[src/rooth_cfg.svh]
// Width settings shared by the package, the write-back RTL and the testbench
// Include once per compilation unit; the guard makes repeats harmless
`ifndef ROOTH_CFG_SVH
`define ROOTH_CFG_SVH

// CPU data and instruction word
`define CPU_WIDTH 32

// Integer register index
`define REG_ADDR_WIDTH 5

// Machine CSR address
`define CSR_ADDR_WIDTH 12

`endif

[src/verilog/rooth_pkg.sv]
// Types and constants for the write-back end, referenced as rooth_pkg::name
`default_nettype none
`include "rooth_cfg.svh"

package rooth_pkg;

    // --------------------
    // Width types
    typedef logic [`CPU_WIDTH-1:0]      cpu_word_t;
    typedef logic [`REG_ADDR_WIDTH-1:0] reg_addr_t;
    typedef logic [`CSR_ADDR_WIDTH-1:0] csr_addr_t;

    // Stage flow command
    typedef enum logic [1:0] {
        FLOW_WORK    = 2'd0,
        FLOW_STOP    = 2'd1,
        FLOW_REFRESH = 2'd2
    } flow_t;

    // --------------------
    // Machine CSR addresses
    localparam csr_addr_t CSR_MSTATUS  = 12'h300;
    localparam csr_addr_t CSR_MTVEC    = 12'h305;
    localparam csr_addr_t CSR_MSCRATCH = 12'h340;
    localparam csr_addr_t CSR_MEPC     = 12'h341;
    localparam csr_addr_t CSR_MCAUSE   = 12'h342;

    // Writable bits per CSR
    // mstatus keeps MIE (bit 3) and MPIE (bit 7) only
    localparam cpu_word_t MSTATUS_WMASK  = 32'h0000_0088;
    localparam cpu_word_t MTVEC_WMASK    = 32'hFFFF_FFFC;
    localparam cpu_word_t MSCRATCH_WMASK = 32'hFFFF_FFFF;
    localparam cpu_word_t MEPC_WMASK     = 32'hFFFF_FFFC;
    localparam cpu_word_t MCAUSE_WMASK   = 32'hFFFF_FFFF;

endpackage

`default_nettype wire

[src/verilog/flow_ctrl.sv]
// Resolves stall and flush requests into the write-back flow command
// and counts instructions retired into write-back
`timescale 1ns/1ns
`default_nettype none

module flow_ctrl (
    input  wire                clk,
    input  wire                rst_n,
    input  wire                stall_req_i,
    input  wire                flush_req_i,
    input  rooth_pkg::cpu_word_t inst_i,
    output rooth_pkg::flow_t   flow_wb_o,
    output rooth_pkg::cpu_word_t retire_cnt_o
);

    logic                 retire;
    rooth_pkg::cpu_word_t retire_cnt;

    // --------------------
    // Flush has priority over stall
    always_comb begin
        if (flush_req_i) begin
            flow_wb_o = rooth_pkg::FLOW_REFRESH;
        end else if (stall_req_i) begin
            flow_wb_o = rooth_pkg::FLOW_STOP;
        end else begin
            flow_wb_o = rooth_pkg::FLOW_WORK;
        end
    end

    // A real instruction loaded into the stage retires
    assign retire = (flow_wb_o == rooth_pkg::FLOW_WORK) && (inst_i != '0);

    // --------------------
    // Instret source
    always_ff @(posedge clk or negedge rst_n) begin
        if (!rst_n) begin
            retire_cnt <= '0;
        end else if (retire) begin
            retire_cnt <= retire_cnt + 1'b1;
        end
    end

    assign retire_cnt_o = retire_cnt;

endmodule

`default_nettype wire

[src/verilog/if_wb.sv]
// Stage register between memory access and write-back
// Driven by the flow command: work loads, stop holds, refresh clears
`timescale 1ns/1ns
`default_nettype none

module if_wb (
    input  wire                  clk,
    input  wire                  rst_n,
    input  rooth_pkg::flow_t     flow_wb_i,
    input  rooth_pkg::cpu_word_t inst_i,
    input  rooth_pkg::cpu_word_t pc_i,
    input  wire                  reg_wr_en_i,
    input  rooth_pkg::reg_addr_t reg_wr_addr_i,
    input  rooth_pkg::cpu_word_t reg_wr_data_i,
    input  wire                  csr_wr_en_i,
    input  rooth_pkg::csr_addr_t csr_wr_addr_i,
    input  rooth_pkg::cpu_word_t csr_wr_data_i,
    output rooth_pkg::cpu_word_t inst_o,
    output rooth_pkg::cpu_word_t pc_o,
    output logic                 reg_wr_en_o,
    output rooth_pkg::reg_addr_t reg_wr_addr_o,
    output rooth_pkg::cpu_word_t reg_wr_data_o,
    output logic                 csr_wr_en_o,
    output rooth_pkg::csr_addr_t csr_wr_addr_o,
    output rooth_pkg::cpu_word_t csr_wr_data_o
);

    always_ff @(posedge clk or negedge rst_n) begin
        if (!rst_n) begin
            inst_o        <= '0;
            pc_o          <= '0;
            reg_wr_en_o   <= 1'b0;
            reg_wr_addr_o <= '0;
            reg_wr_data_o <= '0;
            csr_wr_en_o   <= 1'b0;
            csr_wr_addr_o <= '0;
            csr_wr_data_o <= '0;
        end else begin
            case (flow_wb_i)
                rooth_pkg::FLOW_WORK: begin
                    inst_o        <= inst_i;
                    pc_o          <= pc_i;
                    reg_wr_en_o   <= reg_wr_en_i;
                    reg_wr_addr_o <= reg_wr_addr_i;
                    reg_wr_data_o <= reg_wr_data_i;
                    csr_wr_en_o   <= csr_wr_en_i;
                    csr_wr_addr_o <= csr_wr_addr_i;
                    csr_wr_data_o <= csr_wr_data_i;
                end
                rooth_pkg::FLOW_STOP: begin
                    // Held write enables just rewrite the same value
                end
                default: begin
                    // Refresh, or an undefined command, turns the stage into a bubble
                    inst_o        <= '0;
                    pc_o          <= '0;
                    reg_wr_en_o   <= 1'b0;
                    reg_wr_addr_o <= '0;
                    reg_wr_data_o <= '0;
                    csr_wr_en_o   <= 1'b0;
                    csr_wr_addr_o <= '0;
                    csr_wr_data_o <= '0;
                end
            endcase
        end
    end

endmodule

`default_nettype wire

[src/verilog/reg_file.sv]
// Integer register file, x0 reads as zero
// One write port from write-back, one read port with write bypass
`timescale 1ns/1ns
`default_nettype none
`include "rooth_cfg.svh"

module reg_file (
    input  wire                  clk,
    input  wire                  rst_n,
    input  wire                  wr_en_i,
    input  rooth_pkg::reg_addr_t wr_addr_i,
    input  rooth_pkg::cpu_word_t wr_data_i,
    input  rooth_pkg::reg_addr_t rd_addr_i,
    output rooth_pkg::cpu_word_t rd_data_o
);

    localparam int REG_NUM = 1 << `REG_ADDR_WIDTH;

    rooth_pkg::cpu_word_t regs [REG_NUM];
    logic                 wr_hit;

    // --------------------
    // Write port, x0 never written
    always_ff @(posedge clk or negedge rst_n) begin
        if (!rst_n) begin
            for (int i = 0; i < REG_NUM; i++) begin
                regs[i] <= '0;
            end
        end else if (wr_en_i && (wr_addr_i != '0)) begin
            regs[wr_addr_i] <= wr_data_i;
        end
    end

    // --------------------
    // Read port
    // Pending write to the same register is forwarded
    assign wr_hit = wr_en_i && (wr_addr_i == rd_addr_i);

    always_comb begin
        if (rd_addr_i == '0) begin
            rd_data_o = '0;
        end else if (wr_hit) begin
            rd_data_o = wr_data_i;
        end else begin
            rd_data_o = regs[rd_addr_i];
        end
    end

endmodule

`default_nettype wire

[src/verilog/csr_file.sv]
// Machine CSR file with mstatus, mtvec, mscratch, mepc and mcause
// Writes are masked per register; unknown addresses read as zero
`timescale 1ns/1ns
`default_nettype none

module csr_file (
    input  wire                  clk,
    input  wire                  rst_n,
    input  wire                  wr_en_i,
    input  rooth_pkg::csr_addr_t wr_addr_i,
    input  rooth_pkg::cpu_word_t wr_data_i,
    input  rooth_pkg::csr_addr_t rd_addr_i,
    output rooth_pkg::cpu_word_t rd_data_o
);

    rooth_pkg::cpu_word_t mstatus;
    rooth_pkg::cpu_word_t mtvec;
    rooth_pkg::cpu_word_t mscratch;
    rooth_pkg::cpu_word_t mepc;
    rooth_pkg::cpu_word_t mcause;

    // --------------------
    // Write decode
    always_ff @(posedge clk or negedge rst_n) begin
        if (!rst_n) begin
            mstatus  <= '0;
            mtvec    <= '0;
            mscratch <= '0;
            mepc     <= '0;
            mcause   <= '0;
        end else if (wr_en_i) begin
            case (wr_addr_i)
                rooth_pkg::CSR_MSTATUS:  mstatus  <= wr_data_i & rooth_pkg::MSTATUS_WMASK;
                rooth_pkg::CSR_MTVEC:    mtvec    <= wr_data_i & rooth_pkg::MTVEC_WMASK;
                rooth_pkg::CSR_MSCRATCH: mscratch <= wr_data_i & rooth_pkg::MSCRATCH_WMASK;
                rooth_pkg::CSR_MEPC:     mepc     <= wr_data_i & rooth_pkg::MEPC_WMASK;
                rooth_pkg::CSR_MCAUSE:   mcause   <= wr_data_i & rooth_pkg::MCAUSE_WMASK;
                default: begin
                    // Unimplemented CSR, write dropped
                end
            endcase
        end
    end

    // --------------------
    // Read decode
    always_comb begin
        case (rd_addr_i)
            rooth_pkg::CSR_MSTATUS:  rd_data_o = mstatus;
            rooth_pkg::CSR_MTVEC:    rd_data_o = mtvec;
            rooth_pkg::CSR_MSCRATCH: rd_data_o = mscratch;
            rooth_pkg::CSR_MEPC:     rd_data_o = mepc;
            rooth_pkg::CSR_MCAUSE:   rd_data_o = mcause;
            default:                 rd_data_o = '0;
        endcase
    end

endmodule

`default_nettype wire

[src/verilog/wb_top.sv]
// Write-back end of the pipeline: flow control, stage register and
// the integer and CSR files, with one observation read port each
`timescale 1ns/1ns
`default_nettype none

module wb_top (
    input  wire                  clk,
    input  wire                  rst_n,
    input  rooth_pkg::cpu_word_t inst_i,
    input  rooth_pkg::cpu_word_t pc_i,
    input  wire                  reg_wr_en_i,
    input  rooth_pkg::reg_addr_t reg_wr_addr_i,
    input  rooth_pkg::cpu_word_t reg_wr_data_i,
    input  wire                  csr_wr_en_i,
    input  rooth_pkg::csr_addr_t csr_wr_addr_i,
    input  rooth_pkg::cpu_word_t csr_wr_data_i,
    input  wire                  stall_req_i,
    input  wire                  flush_req_i,
    input  rooth_pkg::reg_addr_t reg_rd_addr_i,
    input  rooth_pkg::csr_addr_t csr_rd_addr_i,
    output rooth_pkg::cpu_word_t reg_rd_data_o,
    output rooth_pkg::cpu_word_t csr_rd_data_o,
    output rooth_pkg::cpu_word_t inst_o,
    output rooth_pkg::cpu_word_t pc_o,
    output rooth_pkg::cpu_word_t retire_cnt_o
);

    rooth_pkg::flow_t     flow_wb;

    // Stage outputs towards the register files
    logic                 wb_reg_wr_en;
    rooth_pkg::reg_addr_t wb_reg_wr_addr;
    rooth_pkg::cpu_word_t wb_reg_wr_data;
    logic                 wb_csr_wr_en;
    rooth_pkg::csr_addr_t wb_csr_wr_addr;
    rooth_pkg::cpu_word_t wb_csr_wr_data;

    flow_ctrl u_flow_ctrl (
        .clk          (clk),
        .rst_n        (rst_n),
        .stall_req_i  (stall_req_i),
        .flush_req_i  (flush_req_i),
        .inst_i       (inst_i),
        .flow_wb_o    (flow_wb),
        .retire_cnt_o (retire_cnt_o)
    );

    if_wb u_if_wb (
        .clk           (clk),
        .rst_n         (rst_n),
        .flow_wb_i     (flow_wb),
        .inst_i        (inst_i),
        .pc_i          (pc_i),
        .reg_wr_en_i   (reg_wr_en_i),
        .reg_wr_addr_i (reg_wr_addr_i),
        .reg_wr_data_i (reg_wr_data_i),
        .csr_wr_en_i   (csr_wr_en_i),
        .csr_wr_addr_i (csr_wr_addr_i),
        .csr_wr_data_i (csr_wr_data_i),
        .inst_o        (inst_o),
        .pc_o          (pc_o),
        .reg_wr_en_o   (wb_reg_wr_en),
        .reg_wr_addr_o (wb_reg_wr_addr),
        .reg_wr_data_o (wb_reg_wr_data),
        .csr_wr_en_o   (wb_csr_wr_en),
        .csr_wr_addr_o (wb_csr_wr_addr),
        .csr_wr_data_o (wb_csr_wr_data)
    );

    reg_file u_reg_file (
        .clk       (clk),
        .rst_n     (rst_n),
        .wr_en_i   (wb_reg_wr_en),
        .wr_addr_i (wb_reg_wr_addr),
        .wr_data_i (wb_reg_wr_data),
        .rd_addr_i (reg_rd_addr_i),
        .rd_data_o (reg_rd_data_o)
    );

    csr_file u_csr_file (
        .clk       (clk),
        .rst_n     (rst_n),
        .wr_en_i   (wb_csr_wr_en),
        .wr_addr_i (wb_csr_wr_addr),
        .wr_data_i (wb_csr_wr_data),
        .rd_addr_i (csr_rd_addr_i),
        .rd_data_o (csr_rd_data_o)
    );

endmodule

`default_nettype wire

[config.mk]
export PLATFORM = sky130hd
export DESIGN_NAME = wb_top
export DESIGN_NICKNAME = d
export VERILOG_FILES = /design/src/verilog/rooth_pkg.sv /design/src/verilog/flow_ctrl.sv /design/src/verilog/if_wb.sv /design/src/verilog/reg_file.sv /design/src/verilog/csr_file.sv /design/src/verilog/wb_top.sv
export VERILOG_INCLUDE_DIRS = /design/src
export SDC_FILE = /design/constraint.sdc
export NUM_CORES = 2
export LEC_CHECK = 0
export ABC_CLOCK_PERIOD_IN_PS = 2900
export BUFFER_PORTS_ARGS = -buffer_cell sky130_fd_sc_hd__buf_2
export CAP_MARGIN = 30
export CORE_ASPECT_RATIO = 0.6
export CORE_MARGIN = 2
export CORE_UTILIZATION = 55
export CTS_CLUSTER_DIAMETER = 150
export DETAILED_ROUTE_END_ITERATION = 10
export GPL_TIMING_DRIVEN = 0
export PLACE_DENSITY = 0.73
export SLEW_MARGIN = 20
export SYNTH_ARGS = -nofsm -noshare
export SYNTH_HDL_FRONTEND = slang
export SYNTH_SLANG_ARGS = --single-unit
[constraint.sdc]
create_clock -name clk -period 2.9 [get_ports clk]
set_clock_uncertainty 0.05 [all_clocks]
set_input_delay 0.29 -clock clk [delete_from_list [all_inputs] [get_ports clk]]
set_output_delay 0.29 -clock clk [all_outputs]
set_load 0.005 [all_outputs]
---- Yosys cells after proc, flatten, opt, wreduce, memory -nomap -nowiden ----
Index checks and enable logic that the tools add are counted.
storage, ports and cells
  bits in registers ....................... 1329
  bits in latches ......................... 0
  bits in writable memories ............... 0
  bits in read-only memories .............. 0
  input port bits ......................... 168
  output and inout port bits .............. 160
  logic and storage cells ................. 96
  memories ................................ 0
cells by class
  $add $sub $neg .......................... 1
  multiply operators ...................... 0
  div/mod/pow operators ................... 0
  $lt $le $gt $ge ......................... 3
  eq/ne operators ......................... 12
  shift operators ......................... 0
  mux-type cells .......................... 19
  bitwise gates (word level) .............. 2
  reductions and logical operators ........ 13
operator list
  kind                                                        number
  bitwise mux 1024 bit                                        1
  one-hot mux 32 bit (2 select lines)                         4
  binary-select mux 32 bit (select 5 bit)                     1
  demux 32 bit (select 5 bit)                                 1
  2-to-1 mux 32 bit                                           5
  one-hot mux 32 bit (5 select lines)                         1
  equality test 12 x 10 -> 1 bit, second input constant       10
  adder 32 x 1 -> 32 bit, second input constant               1
  nonzero test 32 bit                                         1
  one-hot mux 12 bit (2 select lines)                         1
  greater-or-equal comparator 6 bit, second input constant    2
  NOT 5 -> 6 bit                                              2
  one-hot mux 5 bit (2 select lines)                          1
  AND reduction 2 bit                                         5
  less-than comparator 6 x 1 -> 1 bit, second input constant  1
  equality test 5 bit                                         1
  zero test 5 bit                                             1
  nonzero test 5 bit                                          1
  logical AND 1 bit                                           4
  one-hot mux 1 bit (2 select lines)                          2
  equality test 2 x 1 -> 1 bit, second input constant         1
  zero test 2 bit                                             1
  2-to-1 mux 2 bit                                            1
  2-to-1 mux 1 bit                                            1

---- Longest topological paths before layout ----
  word-level depth ........................ 6
  mapped depth ............................ 9
  mapped depth without buffers ............ 6

---- By module ----
A second synthesis with hierarchy kept.
second synthesis, totals
  cells, all modules ...................... 4116
  area, all modules ....................... 60509.3 um^2
by module, submodules not included
  module     times used  cells each  area each (um^2)  seq. area each (um^2)
  reg_file   1           3007        46394.5           25624.6
  csr_file   1           480         6356.1            3153.0
  if_wb      1           474         6087.1            3678.5
  flow_ctrl  1           155         1671.6            800.8

---- Least setup slack after synthesis ----
OpenSTA, ideal clock, no wires.
  path kind ............................... input port to output port
  from .................................... input reg_rd_addr_i[0]
  to ...................................... output reg_rd_data_o[24]
  data arrival time ....................... 2029 ps
  data required time ...................... 2560 ps
  slack ................................... 531 ps
  stages .................................. 7
  path buffers ............................ 3
  path through ............................ buf_4 -> buf_2 -> buf_2 -> mux4_2 -> a22oi_1 -> nand2_1 -> a221o_1
between the ends
  longest elaborated chain between the ends .. 6
  elaborated cells between the ends (all ways) .. 9
  classes of those cells .................. eq/ne (1); mux (5); bitwise (1); reduce/logical (2)
RTL lines
  what                                                   line            RTL
  from (decl)                                            wb_top.sv:19    input rooth_pkg::reg_addr_t reg_rd_addr_i,
  NOT 5 -> 6 bit (implied by the code)                   reg_file.sv:45  rd_data_o = regs[rd_addr_i];
  binary-select mux 32 bit (select 5 bit)                reg_file.sv:45
  2-to-1 mux 32 bit (implied by the code) (2 in series)  reg_file.sv:45
  2-to-1 mux 32 bit                                      reg_file.sv:42  end else if (wr_hit) begin
  2-to-1 mux 32 bit *                                    reg_file.sv:40  if (rd_addr_i == '0) begin
  to (decl)                                              wb_top.sv:21    output rooth_pkg::cpu_word_t reg_rd_data_o,
Mark *: on every way between the ends. The rest lies on a longest branch, timed or not. The select of a mux whose other input is x is not followed.

---- Worst setup path in the final report ----
  from .................................... register u_if_wb.reg_wr_addr_o[3]
  to ...................................... output reg_rd_data_o[27]
between the ends
  longest elaborated chain between the ends .. 4
RTL lines
  what                    line            RTL
  from (decl)             if_wb.sv:21     output rooth_pkg::reg_addr_t reg_wr_addr_o,
  from (signal assigned)  if_wb.sv:44     reg_wr_addr_o <= reg_wr_addr_i;
  equality test 5 bit     reg_file.sv:37  assign wr_hit = wr_en_i && (wr_addr_i == rd_addr_i);
  logical AND 1 bit       reg_file.sv:37
  2-to-1 mux 32 bit       reg_file.sv:42
  2-to-1 mux 32 bit       reg_file.sv:40
Every way passes these cells.

==> summary.txt <==
Final layout
  • Most frequent cells in the layout: dfrtp_1, mux2_2, buf_2
  • FF/Latch Area: between 0.03 and 0.04 mm^2
  • Commonest non-fill, non-tap cell in the layout: dfrtp_1
  • Synth-to-Final Area Change: 18.80%
  • NumNets Final: 4781
  • Multi-input logic area: 0.02431 mm^2
  • FILL cells: between 7000 and 8000
  • Layout cell share with drive strength beyond 1: 0.4547

Yosys
  • Synth Area in XOR/XNOR: 0.005365
  • Mux cell area share after synthesis: 0.3387
  • Cell count after synthesis: a little under 4000
  • Syn_nets: roughly 4100
  • Asr flop ratio synth: 1.000
  • Simple-gate area share of the yosys netlist: 0.03255
  • Synth Area in Adders: 0.0002129
  • Sequential-to-total area share from yosys stat: 0.5659
  • Post-synth top area share: 0.5659
  • EDFF count, synth: 0
  • Top cells by area, synth: dfrtp_1, mux2_2, mux4_2, mux2i_1, mux2_1
  • Synth cell types: slightly below 60
  • Top_reg_cell synth: dfrtp_1
  • Largest family of logic cells by synthesized area: multiplexers
  • Synth Cell Area: between 0.05 and 0.06 mm^2
  • Yosys top cell by area: dfrtp_1
  • Avg Inst Size Synth: roughly 15 um^2
  • Synth Area in Compound Gates: 0.02964
  • Yosys warnings: 0
  • Seq cells post-synth: 1329

Hold path
  • Worst hold path class: in -> async

Detailed routing
  • Initial DRT Pass Iterations: 7
  • Routed Wire Length: 185200 um
  • 1st-iter DRT viols: ~4600
  • Drt drc: 0
  • Routed Antenna Nets: 0
  • Via/cell ratio: around 6.4
  • Via count: approximately 39000
  • Wire per inst: between 30 and 40 um

Floorplan
  • Die width: between 400 and 500 um
  • Core footprint: between 0.1 and 0.15 mm^2
  • Die Y: 257.2 um
  • Rows: 92
  • IO Pins: 328
  • Initial core utilization: 0.5574
  • Die ar.: 0.1096 mm^2

Clock tree
  • Root buf cell: clkbuf_16
  • Cts bufs inserted: ~120
  • TritonCTS clock tree: done
  • H-tree depth: 3
  • Hold Buf Count CTS: ~160
  • Worst-Skew Late Latency: roughly 0.76 ns
  • Deepest clock path buffer count: 3
  • Worst-path clk slew: around 0.070 ns
  • Sink Count: 1329

GRT
  • Largest net degree at the start of global routing: ~140
  • Total GRT Usage: 0.3411
  • First-pass GRT wire length: 272600 um
  • Vias in the first global route: between 40000 and 50000
  • Initial antenna violation count: 3
  • Total grt overflow: 0

Timing
  • Setup-failing EPs final: approximately 120
  • Final hold slack: -0.2957 ns
  • Total Neg Setup Slack: -6.756 ns
  • Hold Fails Final Rpt: between 200 and 250
  • Worst-margin pin slew: around 1.1 ns
  • Fin worst setup slack: -0.2041 ns
  • Period minus WS final: roughly 3.1 ns
  • Final period util: 1.070
  • Fmax: around 0.32 GHz
  • Slew margin rel.: 0.2354
  • Final Max Tran Viols: 0
  • RSZ-0062 raised after global routing: yes

Worst setup path
  • CP peak stage delay: 0.49 ns
  • CP cell instances: xnor2_2, nand4_4, o21ai_4, buf_12, clkbuf_16, a21oi_2, a221o_1, buf_2
  • Worst EP required: 2.56 ns
  • Crit path launch type: register
  • Critical path type: reg -> out
  • Max Fanout on Critical Path: 5
  • Worst Setup End Kind: output pin
  • Crit path DAT: around 2.8 ns
  • Slowest-stage cell, CP: dfrtp_2

Job
  • Max_cap viols: 0

Place
  • Hpwl dp: roughly 130000 um
  • # port buffers: 324
  • Dpl ws: -1.147 ns
  • Placer Congestion: between 0.9 and 1

Run status
  • Status: finished, violations left
  • Failing checks: negative hold slack, negative setup slack

Power
  • Power density cells: about 570 mW/mm^2
  • Standby leakage power: ~0.035 uW
  • Worst IR Drop VDD: just under 0.5 mV
-- path summary, 6_finish.rpt --
kind                                           from                            to  slack (ns)  cells after the start
setup / recovery           u_if_wb.reg_wr_addr_o[3]             reg_rd_data_o[27]       -0.20                      8
hold / removal                                rst_n          u_reg_file.regs[433]       -0.30                      4
setup reg to reg           u_if_wb.reg_wr_addr_o[0]          u_reg_file.regs[329]       -0.10                      7
max in group asynchronous                     rst_n           u_reg_file.regs[41]        0.58                      7
hold reg to reg               u_reg_file.regs[1019]         u_reg_file.regs[1019]        0.41                      1
min in group clk                        flush_req_i  u_flow_ctrl.retire_cnt_o[31]        0.15                      5
-- power breakdown --
part	total, uW	switching, uW	internal, uW
Clock	16900	7400	9480
Combinational	3430	1970	1460
Sequential	19600	439	19100
-- layout make-up --
type / instances / area share
plain buffers: 375 / 0.02912
flip-flops and latches: 1329 / 0.4765
well taps: 1410 / 0.02527
inverters: 8 / 0.0004301
clock buffers: 157 / 0.04699
repair buffers: 550 / 0.06167
multi-input cells: 2229 / 0.3483
clock inverters: 63 / 0.01167
diodes: 4 / 0.0001434
-- per-stage QoR --
| stage | instances | area [um^2] | util | total power, uW |
|---|---|---|---|---|
| 5_1_grt | 6122 | 69810 | 0.6621 | 41000 |
| 3_3_place_gp | 5681 | 62150 | 0.5895 | 22780 |
| 2_1_floorplan | 3947 | 58770 | - | 21320 |
| 6_report | 6125 | 69820 | 0.6621 | 39890 |
| 3_5_place_dp | 5714 | 62730 | 0.5949 | 22900 |
| 4_1_cts | 6108 | 69350 | 0.6577 | 39840 |
-- cell usage after synthesis, types with 30 or more instances --
cell type	count
clkbuf_1	235
nand2_1	119
mux4_2	245
mux2_1	85
a222oi_1	30
a22oi_1	91
mux2_2	1055
mux2i_1	155
buf_2	60
buf_1	72
nor2_1	194
dfrtp_1	1329
-- critical path: cells and delay by family (launching register included) --
kind / cells / cell delay [ns]
AO/OA/AOI/OAI: 3 / 0.62
XOR/XNOR: 1 / 0.23
buffers and inverters: 3 / 0.48
flip-flops: 1 / 0.49
AND/OR/NAND/NOR: 1 / 0.17
-- sequential cells by signal (all words and copies together), names as in the netlist, 32 cells and up --
| signal | cells |
|---|---|
| u_if_wb.csr_wr_data_o | 32 |
| u_reg_file.regs | 1024 |
| u_flow_ctrl.retire_cnt_o | 32 |
| u_csr_file.mscratch | 32 |
| u_csr_file.mcause | 32 |
| u_if_wb.reg_wr_data_o | 32 |
| u_if_wb.pc_o | 32 |
| u_if_wb.inst_o | 32 |
-- kinds of logic after synthesis --
| group | Yosys count |
|---|---|
| compound gates | 226 |
| xor+xnor | 36 |
| fa+ha+maj | 1 |
| buf+inv | 389 |
| flops | 1329 |
| mux | 1540 |
| simple gates | 426 |
-- repair_timing --
| action | CTS | global route |
|---|---|---|
| endpoints found under the setup margin | 272 | 446 |
| pin swaps | 15 | 7 |
| gates cloned | 2 | 1 |
| resized for setup | 208 | 122 |
| buffers inserted | 16 | 1 |
| endpoints found under the hold margin | 448 | 232 |
-- metal layers --
layer | GRT usage | up-vias | share of wire | routed length [um]
met5 | 0.004386 | - | 0.00093 | 173
met4 | 0.1137 | 4 | 0.035 | 6472
met2 | 0.4665 | 2054 | 0.42 | 76980
met3 | 0.1280 | 390 | 0.12 | 22630
li1 | - | 15860 | - | -
met1 | 0.5015 | 20790 | 0.43 | 78950
Power figures use the tool's default switching activity.
